$ cat config.mk
export PLATFORM = sky130hd
export DESIGN_NAME = ptw_top
export DESIGN_NICKNAME = d
export VERILOG_FILES = /design/src/hdl/ptw_pkg.sv /design/src/hdl/pte_decode.sv /design/src/hdl/ptw_walk_ctrl.sv /design/src/hdl/ptw_result.sv /design/src/hdl/ptw_top.sv
export SDC_FILE = /design/constraint.sdc
export NUM_CORES = 1
export LEC_CHECK = 0
export BUFFER_PORTS_ARGS = -buffer_cell sky130_fd_sc_hd__buf_4
export CAP_MARGIN = 20
export CORE_MARGIN = 5
export CORE_UTILIZATION = 49
export CTS_CLUSTER_SIZE = 24
export DETAILED_ROUTE_END_ITERATION = 6
export GPL_ROUTABILITY_DRIVEN = 0
export PLACE_DENSITY = 0.79
export SLEW_MARGIN = 20
export SYNTH_ARGS = -nofsm -noshare
export SYNTH_HDL_FRONTEND = slang
export SYNTH_SLANG_ARGS = --single-unit
$ cat constraint.sdc
create_clock -name clk -period 7.2 [get_ports clk]
set_input_delay 1.44 -clock clk [delete_from_list [all_inputs] [get_ports clk]]
set_output_delay 1.44 -clock clk [all_outputs]
set_load 0.005 [all_outputs]
$ cat src/hdl/ptw_pkg.sv
`default_nettype none

package ptw_pkg;

    // flag positions in a page table entry
    localparam int pte_v_bit = 0;
    localparam int pte_r_bit = 1;
    localparam int pte_w_bit = 2;
    localparam int pte_x_bit = 3;

    localparam int ppn_lsb   = 10;
    localparam int ppn_width = 44;

    localparam int vpn_width         = 9;  // index bits per level
    localparam int page_offset_width = 12;

    localparam int beats_per_line = 8;     // 64-byte line, 64-bit beats

    typedef enum logic [2:0] {
        idle,
        arb,
        req,
        wait_resp,
        beats,
        step,
        done
    } walk_state_t;

endpackage

`default_nettype wire

$ cat src/hdl/pte_decode.sv
`timescale 1ns/10ps
`default_nettype none

module pte_decode
    import ptw_pkg::*;
#(
    parameter int levels = 3
)
(
    input  logic [$clog2(levels)-1:0]                     level,
    input  logic [page_offset_width+levels*vpn_width-1:0] virt_addr,
    input  logic [ppn_width-1:0]                          root_ppn,
    input  logic [63:0]                                   pte,
    output logic [ppn_width+page_offset_width-1:0]        next_entry_addr,
    output logic                                          is_leaf,
    output logic                                          fault,
    output logic [ppn_width+page_offset_width-1:0]        leaf_phys_addr
);
    localparam int pa_width = ppn_width + page_offset_width;

    logic [ppn_width-1:0] pte_ppn;
    logic [ppn_width-1:0] base_ppn;
    logic [vpn_width-1:0] vpn_sel;
    logic                 pte_v;
    logic                 pte_r;
    logic                 pte_w;
    logic                 pte_x;
    logic                 last_level;

    assign pte_ppn = pte[ppn_lsb +: ppn_width];
    assign pte_v   = pte[pte_v_bit];
    assign pte_r   = pte[pte_r_bit];
    assign pte_w   = pte[pte_w_bit];
    assign pte_x   = pte[pte_x_bit];

    assign last_level = (int'(level) == levels - 1);

    // level 0 picks the top index field of the virtual address
    assign vpn_sel = virt_addr[page_offset_width + (levels - 1 - int'(level)) * vpn_width
                               +: vpn_width];

    assign base_ppn = (level == '0) ? root_ppn : pte_ppn;  // root table or next table

    assign next_entry_addr = {base_ppn, {page_offset_width{1'b0}}}
                           + pa_width'({vpn_sel, 3'b000});  // 8-byte entries

    assign is_leaf = pte_r | pte_x;

    always_comb
    begin
        fault = 1'b0;
        if (!pte_v)
        begin
            fault = 1'b1;
        end
        else if (pte_w && !pte_r)
        begin
            fault = 1'b1;  // write-only is reserved
        end
        else if (!is_leaf && last_level)
        begin
            fault = 1'b1;  // no table below the last level
        end
    end

    // superpage leaves keep the lower index fields of the virtual address
    always_comb
    begin
        leaf_phys_addr = {pte_ppn, virt_addr[page_offset_width-1:0]};
        for (int i = 0; i < levels - 1; i++)
        begin
            if (i < levels - 1 - int'(level))
            begin
                leaf_phys_addr[page_offset_width + i * vpn_width +: vpn_width] =
                    virt_addr[page_offset_width + i * vpn_width +: vpn_width];
            end
        end
    end

endmodule

`default_nettype wire

$ cat src/hdl/ptw_walk_ctrl.sv
`timescale 1ns/10ps
`default_nettype none

module ptw_walk_ctrl
    import ptw_pkg::*;
#(
    parameter int levels = 3
)
(
    input  logic                                          clk,
    input  logic                                          reset,
    input  logic                                          walk_start,
    input  logic [page_offset_width+levels*vpn_width-1:0] virt_addr,
    input  logic [ppn_width-1:0]                          root_ppn,
    input  logic                                          abtr_grant,
    output logic                                          abtr_req,
    output logic                                          bus_reqcyc,
    output logic [ppn_width+page_offset_width-1:0]        bus_req_addr,
    input  logic                                          bus_respcyc,
    input  logic [63:0]                                   bus_resp,
    output logic                                          bus_respack,
    output logic                                          walk_done,
    output logic [ppn_width+page_offset_width-1:0]        walk_phys_addr,
    output logic                                          walk_perm_r,
    output logic                                          walk_perm_w,
    output logic                                          walk_perm_x,
    output logic                                          walk_fault
);
    localparam int va_width  = page_offset_width + levels * vpn_width;
    localparam int pa_width  = ppn_width + page_offset_width;
    localparam int lvl_width = $clog2(levels);
    localparam int cnt_width = $clog2(beats_per_line);

    walk_state_t state;
    walk_state_t next_state;

    logic [lvl_width-1:0] level;
    logic [cnt_width-1:0] beat_cnt;
    logic [va_width-1:0]  va_q;
    logic [pa_width-1:0]  entry_addr;
    logic [63:0]          kept_pte;
    logic                 beat_taken;
    logic                 last_beat;
    logic                 finish;

    logic [pa_width-1:0]  next_entry_addr;
    logic [pa_width-1:0]  leaf_phys_addr;
    logic                 is_leaf;
    logic                 fault;

    pte_decode #(
        .levels(levels)
    ) pte_decode_inst (
        .level          (level),
        .virt_addr      (va_q),
        .root_ppn       (root_ppn),
        .pte            (kept_pte),
        .next_entry_addr(next_entry_addr),
        .is_leaf        (is_leaf),
        .fault          (fault),
        .leaf_phys_addr (leaf_phys_addr)
    );

    // first beat may already come while waiting
    assign beat_taken = bus_respcyc && (state == wait_resp || state == beats);
    assign last_beat  = beat_taken && (beat_cnt == cnt_width'(beats_per_line - 1));
    assign finish     = is_leaf || fault;

    always_comb
    begin
        next_state = state;
        case (state)
            idle:      next_state = walk_start ? arb : idle;
            arb:       next_state = abtr_grant ? req : arb;
            req:       next_state = wait_resp;
            wait_resp: next_state = beat_taken ? beats : wait_resp;
            beats:     next_state = last_beat ? step : beats;
            step:      next_state = finish ? done : arb;  // next level re-arbitrates
            done:      next_state = idle;
            default:   next_state = idle;
        endcase
    end

    always_ff @(posedge clk)
    begin
        if (reset)
        begin
            state    <= idle;
            level    <= '0;
            beat_cnt <= '0;
        end
        else
        begin
            state <= next_state;
            if (state == idle && walk_start)
            begin
                level <= '0;
            end
            if (state == step && !finish)
            begin
                level <= level + 1'b1;  // descend
            end
            if (state == req)
            begin
                beat_cnt <= '0;
            end
            else if (beat_taken)
            begin
                beat_cnt <= beat_cnt + 1'b1;
            end
        end
    end

    always_ff @(posedge clk)
    begin
        if (state == idle && walk_start)
        begin
            va_q <= virt_addr;
        end
        if (state == arb && abtr_grant)
        begin
            entry_addr <= next_entry_addr;  // address for this level
        end
        if (beat_taken && beat_cnt == entry_addr[5:3])
        begin
            kept_pte <= bus_resp;
        end
        if (state == step && finish)
        begin
            walk_phys_addr <= fault ? '0 : leaf_phys_addr;
            walk_perm_r    <= !fault && kept_pte[pte_r_bit];
            walk_perm_w    <= !fault && kept_pte[pte_w_bit];
            walk_perm_x    <= !fault && kept_pte[pte_x_bit];
            walk_fault     <= fault;
        end
    end

    // bus held from grant through the last beat
    assign abtr_req     = (state == arb) || (state == req) || (state == wait_resp)
                       || (state == beats);
    assign bus_reqcyc   = (state == req);
    assign bus_req_addr = {entry_addr[pa_width-1:6], 6'b000000};  // line aligned
    assign bus_respack  = beat_taken;
    assign walk_done    = (state == done);

endmodule

`default_nettype wire

$ cat src/hdl/ptw_result.sv
`timescale 1ns/10ps
`default_nettype none

module ptw_result
    import ptw_pkg::*;
(
    input  logic                                   clk,
    input  logic                                   reset,
    input  logic                                   trans_req,
    input  logic                                   walk_done,
    input  logic [ppn_width+page_offset_width-1:0] walk_phys_addr,
    input  logic                                   walk_perm_r,
    input  logic                                   walk_perm_w,
    input  logic                                   walk_perm_x,
    input  logic                                   walk_fault,
    output logic                                   walk_start,
    output logic                                   trans_ack,
    output logic [ppn_width+page_offset_width-1:0] phys_addr,
    output logic                                   perm_r,
    output logic                                   perm_w,
    output logic                                   perm_x,
    output logic                                   page_fault
);
    localparam logic [1:0] hs_idle    = 2'd0;
    localparam logic [1:0] hs_walking = 2'd1;
    localparam logic [1:0] hs_acking  = 2'd2;
    localparam logic [1:0] hs_release = 2'd3;

    logic [1:0] state;

    always_ff @(posedge clk)
    begin
        if (reset)
        begin
            state      <= hs_idle;
            walk_start <= 1'b0;
        end
        else
        begin
            walk_start <= (state == hs_idle) && trans_req;  // single pulse
            case (state)
                hs_idle:    if (trans_req) state <= hs_walking;
                hs_walking: if (walk_done) state <= hs_acking;
                hs_acking:  if (!trans_req) state <= hs_release;  // client let go
                hs_release: state <= hs_idle;
                default:    state <= hs_idle;
            endcase
        end
    end

    // held while ack is up
    always_ff @(posedge clk)
    begin
        if (walk_done)
        begin
            phys_addr  <= walk_phys_addr;
            perm_r     <= walk_perm_r;
            perm_w     <= walk_perm_w;
            perm_x     <= walk_perm_x;
            page_fault <= walk_fault;
        end
    end

    assign trans_ack = (state == hs_acking);

endmodule

`default_nettype wire

$ cat src/hdl/ptw_top.sv
`timescale 1ns/10ps
`default_nettype none

module ptw_top
    import ptw_pkg::*;
#(
    parameter int levels = 3  // 3 for Sv39, 4 for Sv48
)
(
    input  logic                                          clk,
    input  logic                                          reset,
    input  logic                                          trans_req,
    input  logic [page_offset_width+levels*vpn_width-1:0] virt_addr,
    input  logic [ppn_width-1:0]                          root_ppn,
    output logic                                          trans_ack,
    output logic [ppn_width+page_offset_width-1:0]        phys_addr,
    output logic                                          perm_r,
    output logic                                          perm_w,
    output logic                                          perm_x,
    output logic                                          page_fault,
    output logic                                          abtr_req,
    input  logic                                          abtr_grant,
    output logic                                          bus_reqcyc,
    output logic [ppn_width+page_offset_width-1:0]        bus_req_addr,
    input  logic                                          bus_respcyc,
    input  logic [63:0]                                   bus_resp,
    output logic                                          bus_respack
);
    logic                                   walk_start;
    logic                                   walk_done;
    logic [ppn_width+page_offset_width-1:0] walk_phys_addr;
    logic                                   walk_perm_r;
    logic                                   walk_perm_w;
    logic                                   walk_perm_x;
    logic                                   walk_fault;

    ptw_walk_ctrl #(
        .levels(levels)
    ) ptw_walk_ctrl_inst (
        .clk           (clk),
        .reset         (reset),
        .walk_start    (walk_start),
        .virt_addr     (virt_addr),
        .root_ppn      (root_ppn),
        .abtr_grant    (abtr_grant),
        .abtr_req      (abtr_req),
        .bus_reqcyc    (bus_reqcyc),
        .bus_req_addr  (bus_req_addr),
        .bus_respcyc   (bus_respcyc),
        .bus_resp      (bus_resp),
        .bus_respack   (bus_respack),
        .walk_done     (walk_done),
        .walk_phys_addr(walk_phys_addr),
        .walk_perm_r   (walk_perm_r),
        .walk_perm_w   (walk_perm_w),
        .walk_perm_x   (walk_perm_x),
        .walk_fault    (walk_fault)
    );

    ptw_result ptw_result_inst (
        .clk           (clk),
        .reset         (reset),
        .trans_req     (trans_req),
        .walk_done     (walk_done),
        .walk_phys_addr(walk_phys_addr),
        .walk_perm_r   (walk_perm_r),
        .walk_perm_w   (walk_perm_w),
        .walk_perm_x   (walk_perm_x),
        .walk_fault    (walk_fault),
        .walk_start    (walk_start),
        .trans_ack     (trans_ack),
        .phys_addr     (phys_addr),
        .perm_r        (perm_r),
        .perm_w        (perm_w),
        .perm_x        (perm_x),
        .page_fault    (page_fault)
    );

endmodule

`default_nettype wire

## Word-level counts from Yosys, hierarchy flattened

Index checks and enable logic that the tools add are counted.

- Equality and inequality tests: 15
- Shift-type cells: 1
- Bitwise operators: 1
- Multipliers: 1
- Order comparisons: 2
- Reduce and logical (&&, ||, !) cells: 28
- Multiplexer cells: 18
- Add/subtract/negate cells: 5

Operator list:

| kind | count |
|---|---|
| adder 56 x 12 -> 56 bit | 1 |
| two-way mux 44 bit | 1 |
| indexed part select 39 x 32 -> 9 bit | 1 |
| adder 5 x 32 -> 32 bit, first input constant | 1 |
| two-way mux 9 bit | 2 |
| one-hot mux 3 bit (6 select lines) | 1 |
| logical AND 1 bit | 13 |
| equality test 3 bit, second input constant | 4 |
| two-way mux 2 bit | 6 |
| multiplier 3 x 5 -> 8 bit, second input constant | 1 |
| one-hot mux 2 bit (4 select lines) | 1 |
| equality test 2 bit, second input constant | 3 |
| equality test 3 x 2 -> 1 bit, second input constant | 2 |
| two-way mux 3 bit | 2 |
| logical OR 1 bit | 5 |
| two-way mux 1 bit | 5 |
| logical NOT 1 bit | 4 |
| logical NOT 2 bit | 2 |
| != test 2 bit, second input constant | 2 |
| adder 3 x 1 -> 3 bit, second input constant | 1 |
| equality test 3 x 1 -> 1 bit, second input constant | 1 |
| equality test 3 bit | 1 |
| logical NOT 3 bit | 1 |
| less-than comparator 1 x 3 -> 1 bit, first input constant | 1 |
| 9 further kinds | 9 |

- Flip-flop bits (word level): 280
- Input port bits: 152
- Logic and storage cells: 89
- Output and inout bits: 120

## Logic depth before layout (Yosys ltp)

- Depth in word-level cells: 10
- Mapped depth: 13
- Mapped depth without buffers: 6

## Hierarchy

Synthesis repeated with hierarchy kept, for this count alone.

- Cells, all modules: 773
- Area, all modules: 12689.7 sq um

Modules (own cells, without submodules):

| module | area an instance (sq um) | times used | cells each | sequential area each (sq um) |
|---|---|---|---|---|
| ptw_walk_ctrl | 7897.6 | 1 | 404 | 6646.4 |
| pte_decode | 2800.2 | 1 | 290 | 0.0 |
| ptw_result | 1991.9 | 1 | 79 | 1861.8 |

## Worst setup path after synthesis

Ideal clock, no wire load.

- Path type: input-to-reg
- Start: input bus_respcyc
- End: register ptw_walk_ctrl_inst.kept_pte[0] (enable)
- Buffers on the path: 0
- Required time: 6.627 ns
- Arrival: 6.272 ns
- Stages on the path: 2
- Library setup time: 0.573 ns
- Setup slack: 0.355 ns
- Cells stage by stage: o21ai_1 -> nor4_1

- Cells in the longest elaborated chain, start to end: 2

RTL lines:

| element | line | text |
|---|---|---|
| start, declared | ptw_top.sv:25 | `input logic bus_respcyc,` |
| logical AND 1 bit | ptw_walk_ctrl.sv:65 | `assign beat_taken = bus_respcyc && (state == wait_resp \|\| state == beats);` |
| logical AND 1 bit | ptw_walk_ctrl.sv:124 | `if (beat_taken && beat_cnt == entry_addr[5:3])` |
| end signal, assigned | ptw_walk_ctrl.sv:126 | `kept_pte <= bus_resp;` |
| end, declared | ptw_walk_ctrl.sv:41 | `logic [63:0] kept_pte;` |

Every way passes these cells.
A chain may end at the register's enable or synchronous reset.

## Worst setup path in the final report

- Start: register ptw_walk_ctrl_inst.level[0]
- End: register ptw_walk_ctrl_inst.entry_addr[10] (data pin)

- Cells in the longest elaborated chain, start to end: 5

RTL lines:

| element | line | text |
|---|---|---|
| start, declared | ptw_walk_ctrl.sv:37 | `logic [lvl_width-1:0] level;` |
| start signal, assigned | ptw_walk_ctrl.sv:101 | `level <= level + 1'b1;` |
| subtractor 2 x 2 -> 3 bit | pte_decode.sv:39 | `assign vpn_sel = virt_addr[page_offset_width + (levels - 1 - int'(level)) * vpn_width` |
| multiplier 3 x 5 -> 8 bit | pte_decode.sv:39 |  |
| adder 5 x 32 -> 32 bit | pte_decode.sv:39 |  |
| indexed part select 39 x 32 -> 9 bit | pte_decode.sv:39 |  |
| adder 56 x 12 -> 56 bit | pte_decode.sv:45 | `+ pa_width'({vpn_sel, 3'b000});` |
| named net ptw_walk_ctrl_inst.next_entry_addr[10] | ptw_walk_ctrl.sv:46 | `logic [pa_width-1:0] next_entry_addr;` |
| end signal, assigned | ptw_walk_ctrl.sv:122 | `entry_addr <= next_entry_addr;` |
| end, declared | ptw_walk_ctrl.sv:40 | `logic [pa_width-1:0] entry_addr;` |

The timed path passes the listed nets, and every way through them passes these cells.

==> results.tsv <==
stage	metric	value	unit
status	run_status	completed	
final_layout	area_growth_syn_to_layout	23.7	%
power	switchingPower	749	uW
setup_path	setup.reg_to_reg.worst_slack	3.55	ns
final_layout	most-common-layout-cells	sky130_fd_sc_hd__edfxtp_1 (260), sky130_fd_sc_hd__buf_4 (256), sky130_fd_sc_hd__mux2i_1 (45), sky130_fd_sc_hd__mux2_2 (45), sky130_fd_sc_hd__and2_1 (41)	
placement	hpwlAfterDp	17600	um
die	initial_utilization	49.3	%
synthesis	syn-instance-count	693	
synthesis	mappedNetlistArea	11500	sq um
power	power_share_of_the_combinational_group	7.3	%
final_layout	final_common_cell	sky130_fd_sc_hd__edfxtp_1	
setup_path	crit_arrival	3.91	ns
drt	postRouteAntennaNets	0	
drt	post-route-drc-count	0	
clock_network	clock_sink_count	271	
power	p_leak	5.37	nW
final_layout	n_antenna_cell	0	
synthesis	yosysTopAreaCell	sky130_fd_sc_hd__edfxtp_1	
sta	hold_violations	0	
drt	drt_first_iter_violations	301	
clock_network	ctsHoldBuffers	0	
clock_network	clock_root_buffer	sky130_fd_sc_hd__clkbuf_16	
grt	antenna_found_initial	0	
final_layout	n_fill_cell	1762	
setup_path	worstPathMaxFanout	43	
synthesis	edff_count_synth	260	
synthesis	ys_seq_area_share	69.7	%
synthesis	post_synth_main_area_contributors	sky130_fd_sc_hd__edfxtp_1 (68%), sky130_fd_sc_hd__mux2_2 (4.4%), sky130_fd_sc_hd__buf_4 (4.0%)	
placement	port-buffer-count	249	
final_layout	drive_above_1_share	39.8	%
synthesis	yosysUniqueCellTypes	48	
sta	timing.slew.headroom	32.4	%
clock_network	clk_pin_slew	0.06	ns
setup_path	required	7.46	ns
sta	timing_max_transition_violations_final	0	
setup_path	crit_path_end_kind	register	
power	p_per_cell_area	250	nW/um^2
sta	finalSetupViolCount	0	
power	intPower	2.82	mW
sta	finalCriticalPeriod	3.65	ns
die	die_h	163	um
die	boundaryPins	272	
grt	overflow	0	
sta	grt_setup_unrepaired	false	
power	power.share.clock	41.0	%
synthesis	asyncSetResetFlopFracSynth	0	%
synthesis	synth_ff_type	sky130_fd_sc_hd__edfxtp_1	
clock_network	cts_max_path_buffers	3	
sta	worst_hold_slack	0.413	ns
die	core-area	23300	sq um
clock_network	insertion_delay	0.53	ns
power	seq_power_share	51.7	%
setup_path	critPathLaunchType	register	
clock_network	cts_buffer_count	28	
final_layout	nNetsFinal	1063	
power	p_sw_share	21.0	%
grt	grt_pass1_wl	37100	um
synthesis	register_bit_count_reported_by_yosys	271	
drt	wire_per_inst	20.5	um
clock_network	post_cts.repair.setup_buffers	0	
sta	transition_time_of_the_tightest_slew_check_pin	1.01	ns
grt	first_global_vias	6509	
sta	setup-tns-final	0	ns
power	vdd.ir_drop.worst	0.203	mV
power	design_power_total	3.57	mW
final_layout	finalCoreUtilization	61.0	%
setup_path	cp.buffers_inverters	2	
setup_path	crit_type	register to register	
die	floorplan.rows	56	
setup_path	path_delay_family	adder cells	
clock_network	cts_tree	built	
grt	grt_max_degree	61	
setup_path	critical_path.max_stage_delay	1.16	ns
sta	maxClockFrequency	274	MHz
grt	grt_util_all_layers	18.2	%
setup_path	critical_path_s_slowest_cell	sky130_fd_sc_hd__ha_2	
die	dieWidth	163	um
clock_network	cts_max_level	1	
drt	drt_pass1_iterations	5	
min_path	hold_path.class	register to register	
synthesis	synthesis.area_per_instance	16.6	sq um
clock_network	post_cts_resized	0	
die	design.die.area	26700	sq um
synthesis	synth_largest_type_area_fraction	67.8	%
setup_path	crit_path_cell_trace	buf_4, inv_1, ha_2, mux4_1, mux2_2, mux2i_1, o21ai_1	
flow_run	cap_viol_max_count	0	
drt	wirelength	25300	um
drt	number_of_vias_per_cell_after_detailed_routing	5.17	
sta	finalCritPeriodShare	50.7	%
sta	fin_skew	0.0173	ns
synthesis	yosysWarningCount	0	
drt	via_count	6400	
## cell usage after synthesis (3+ instances only)
| master | n |
|---|---|
| sky130_fd_sc_hd__buf_2 | 9 |
| sky130_fd_sc_hd__edfxtp_1 | 260 |
| sky130_fd_sc_hd__and2_1 | 41 |
| sky130_fd_sc_hd__buf_4 | 61 |
| sky130_fd_sc_hd__mux2i_1 | 45 |
| sky130_fd_sc_hd__nand2_1 | 31 |
| sky130_fd_sc_hd__inv_1 | 8 |
| sky130_fd_sc_hd__mux2_2 | 45 |
| sky130_fd_sc_hd__xor2_1 | 5 |
| sky130_fd_sc_hd__dfxtp_1 | 11 |
| sky130_fd_sc_hd__o22ai_1 | 10 |
| sky130_fd_sc_hd__nor2b_1 | 3 |
| sky130_fd_sc_hd__nor2_1 | 26 |
| sky130_fd_sc_hd__a31oi_1 | 4 |
| sky130_fd_sc_hd__a32oi_1 | 4 |
| sky130_fd_sc_hd__nand2b_1 | 13 |
| sky130_fd_sc_hd__nor3b_1 | 3 |
| sky130_fd_sc_hd__o21ai_0 | 3 |
| sky130_fd_sc_hd__a22oi_1 | 5 |
| sky130_fd_sc_hd__mux4_1 | 14 |
| sky130_fd_sc_hd__buf_6 | 3 |
| sky130_fd_sc_hd__a21oi_1 | 15 |
| sky130_fd_sc_hd__nor3_1 | 7 |
| sky130_fd_sc_hd__mux4_2 | 10 |
| sky130_fd_sc_hd__ha_1 | 13 |
| sky130_fd_sc_hd__nand4_1 | 3 |
| sky130_fd_sc_hd__clkbuf_1 | 10 |
| sky130_fd_sc_hd__nand3_1 | 3 |
## routing by layer
metal	wire (um)	track usage (%)	up-vias
met1	9920	23.4	3088
met4	614	4.57	0
met5	0	0	-
met2	12500	30.4	285
li1	-	-	2985
met3	2270	5.73	42
## power groups by stage
stage / registers (mW) / logic [mW] / clock network [mW]
detailed placement: 1.88 / 0.263 / 0
CTS: 1.84 / 0.264 / 1.49
finish: 1.84 / 0.262 / 1.46
floorplan: 1.86 / 0.163 / 0
global placement: 1.87 / 0.256 / 0
global route: 1.85 / 0.287 / 1.55
## flip-flops by register name, indices dropped and copies added (netlist names)
signal,cells
ptw_result_inst.page_fault,1
ptw_result_inst.perm_r,1
ptw_result_inst.perm_w,1
ptw_result_inst.perm_x,1
ptw_result_inst.phys_addr,56
ptw_result_inst.state,2
ptw_result_inst.walk_start,1
ptw_walk_ctrl_inst.beat_cnt,3
ptw_walk_ctrl_inst.entry_addr,53
ptw_walk_ctrl_inst.kept_pte,48
ptw_walk_ctrl_inst.level,2
ptw_walk_ctrl_inst.state,3
ptw_walk_ctrl_inst.va_q,39
ptw_walk_ctrl_inst.walk_fault,1
ptw_walk_ctrl_inst.walk_perm_r,1
ptw_walk_ctrl_inst.walk_perm_w,1
ptw_walk_ctrl_inst.walk_perm_x,1
ptw_walk_ctrl_inst.walk_phys_addr,56
## metrics by stage
stage	setup slack [ns]	area [sq um]	std cells
finish	3.55	14200	1237
global route	3.27	14200	1237
CTS	3.47	14200	1237
detailed placement	3.49	13300	1187
global placement	3.33	13300	1187
floorplan	0.355	11500	698
## final cells by class
cell class              instances  area [sq um]  area share (%)
clock buffers                  32           737            5.18
clock inverters                18           209            1.47
inverters                       8          30.0           0.211
multi-input cells             333          2910            20.5
flip-flops and latches        271          8030            56.4
well taps                     319           399            2.80
repair buffers                256          1920            13.5
## worst register-to-register path: stages, from the launching register on
cell	delay, ns
sky130_fd_sc_hd__dfxtp_1	0.31
sky130_fd_sc_hd__buf_4	0.44
sky130_fd_sc_hd__inv_1	0.50
sky130_fd_sc_hd__ha_2	1.17
sky130_fd_sc_hd__mux4_1	0.48
sky130_fd_sc_hd__mux2_2	0.29
sky130_fd_sc_hd__mux2i_1	0.12
sky130_fd_sc_hd__o21ai_1	0.09
## path summary, 6_finish.rpt
path | start | to | cells past startpoint
worst max-delay path | ptw_walk_ctrl_inst.level[0] | ptw_walk_ctrl_inst.entry_addr[10] | 7
worst min-delay path | ptw_walk_ctrl_inst.walk_phys_addr[43] | ptw_result_inst.phys_addr[43] | 0
worst max register to register | ptw_walk_ctrl_inst.level[0] | ptw_walk_ctrl_inst.entry_addr[10] | 7
worst min register to register | ptw_walk_ctrl_inst.walk_phys_addr[43] | ptw_result_inst.phys_addr[43] | 0
## cell families (layout without fill, tap and decap cells)
logic type / Yosys count / after routing / synth area share, %
AND/OR/NAND/NOR: 142 / 142 / 6.51
other: 1 / 6 / 0.0326
flip-flops: 271 / 271 / 69.7
buffers and inverters: 94 / 314 / 5.49
adder cells (fa/ha/maj): 13 / 13 / 1.41
AO/OA/AOI/OAI: 51 / 51 / 2.83
XOR/XNOR: 7 / 7 / 0.533
multiplexers: 114 / 114 / 13.5
No activity file was read; power rests on OpenSTA's default activity.
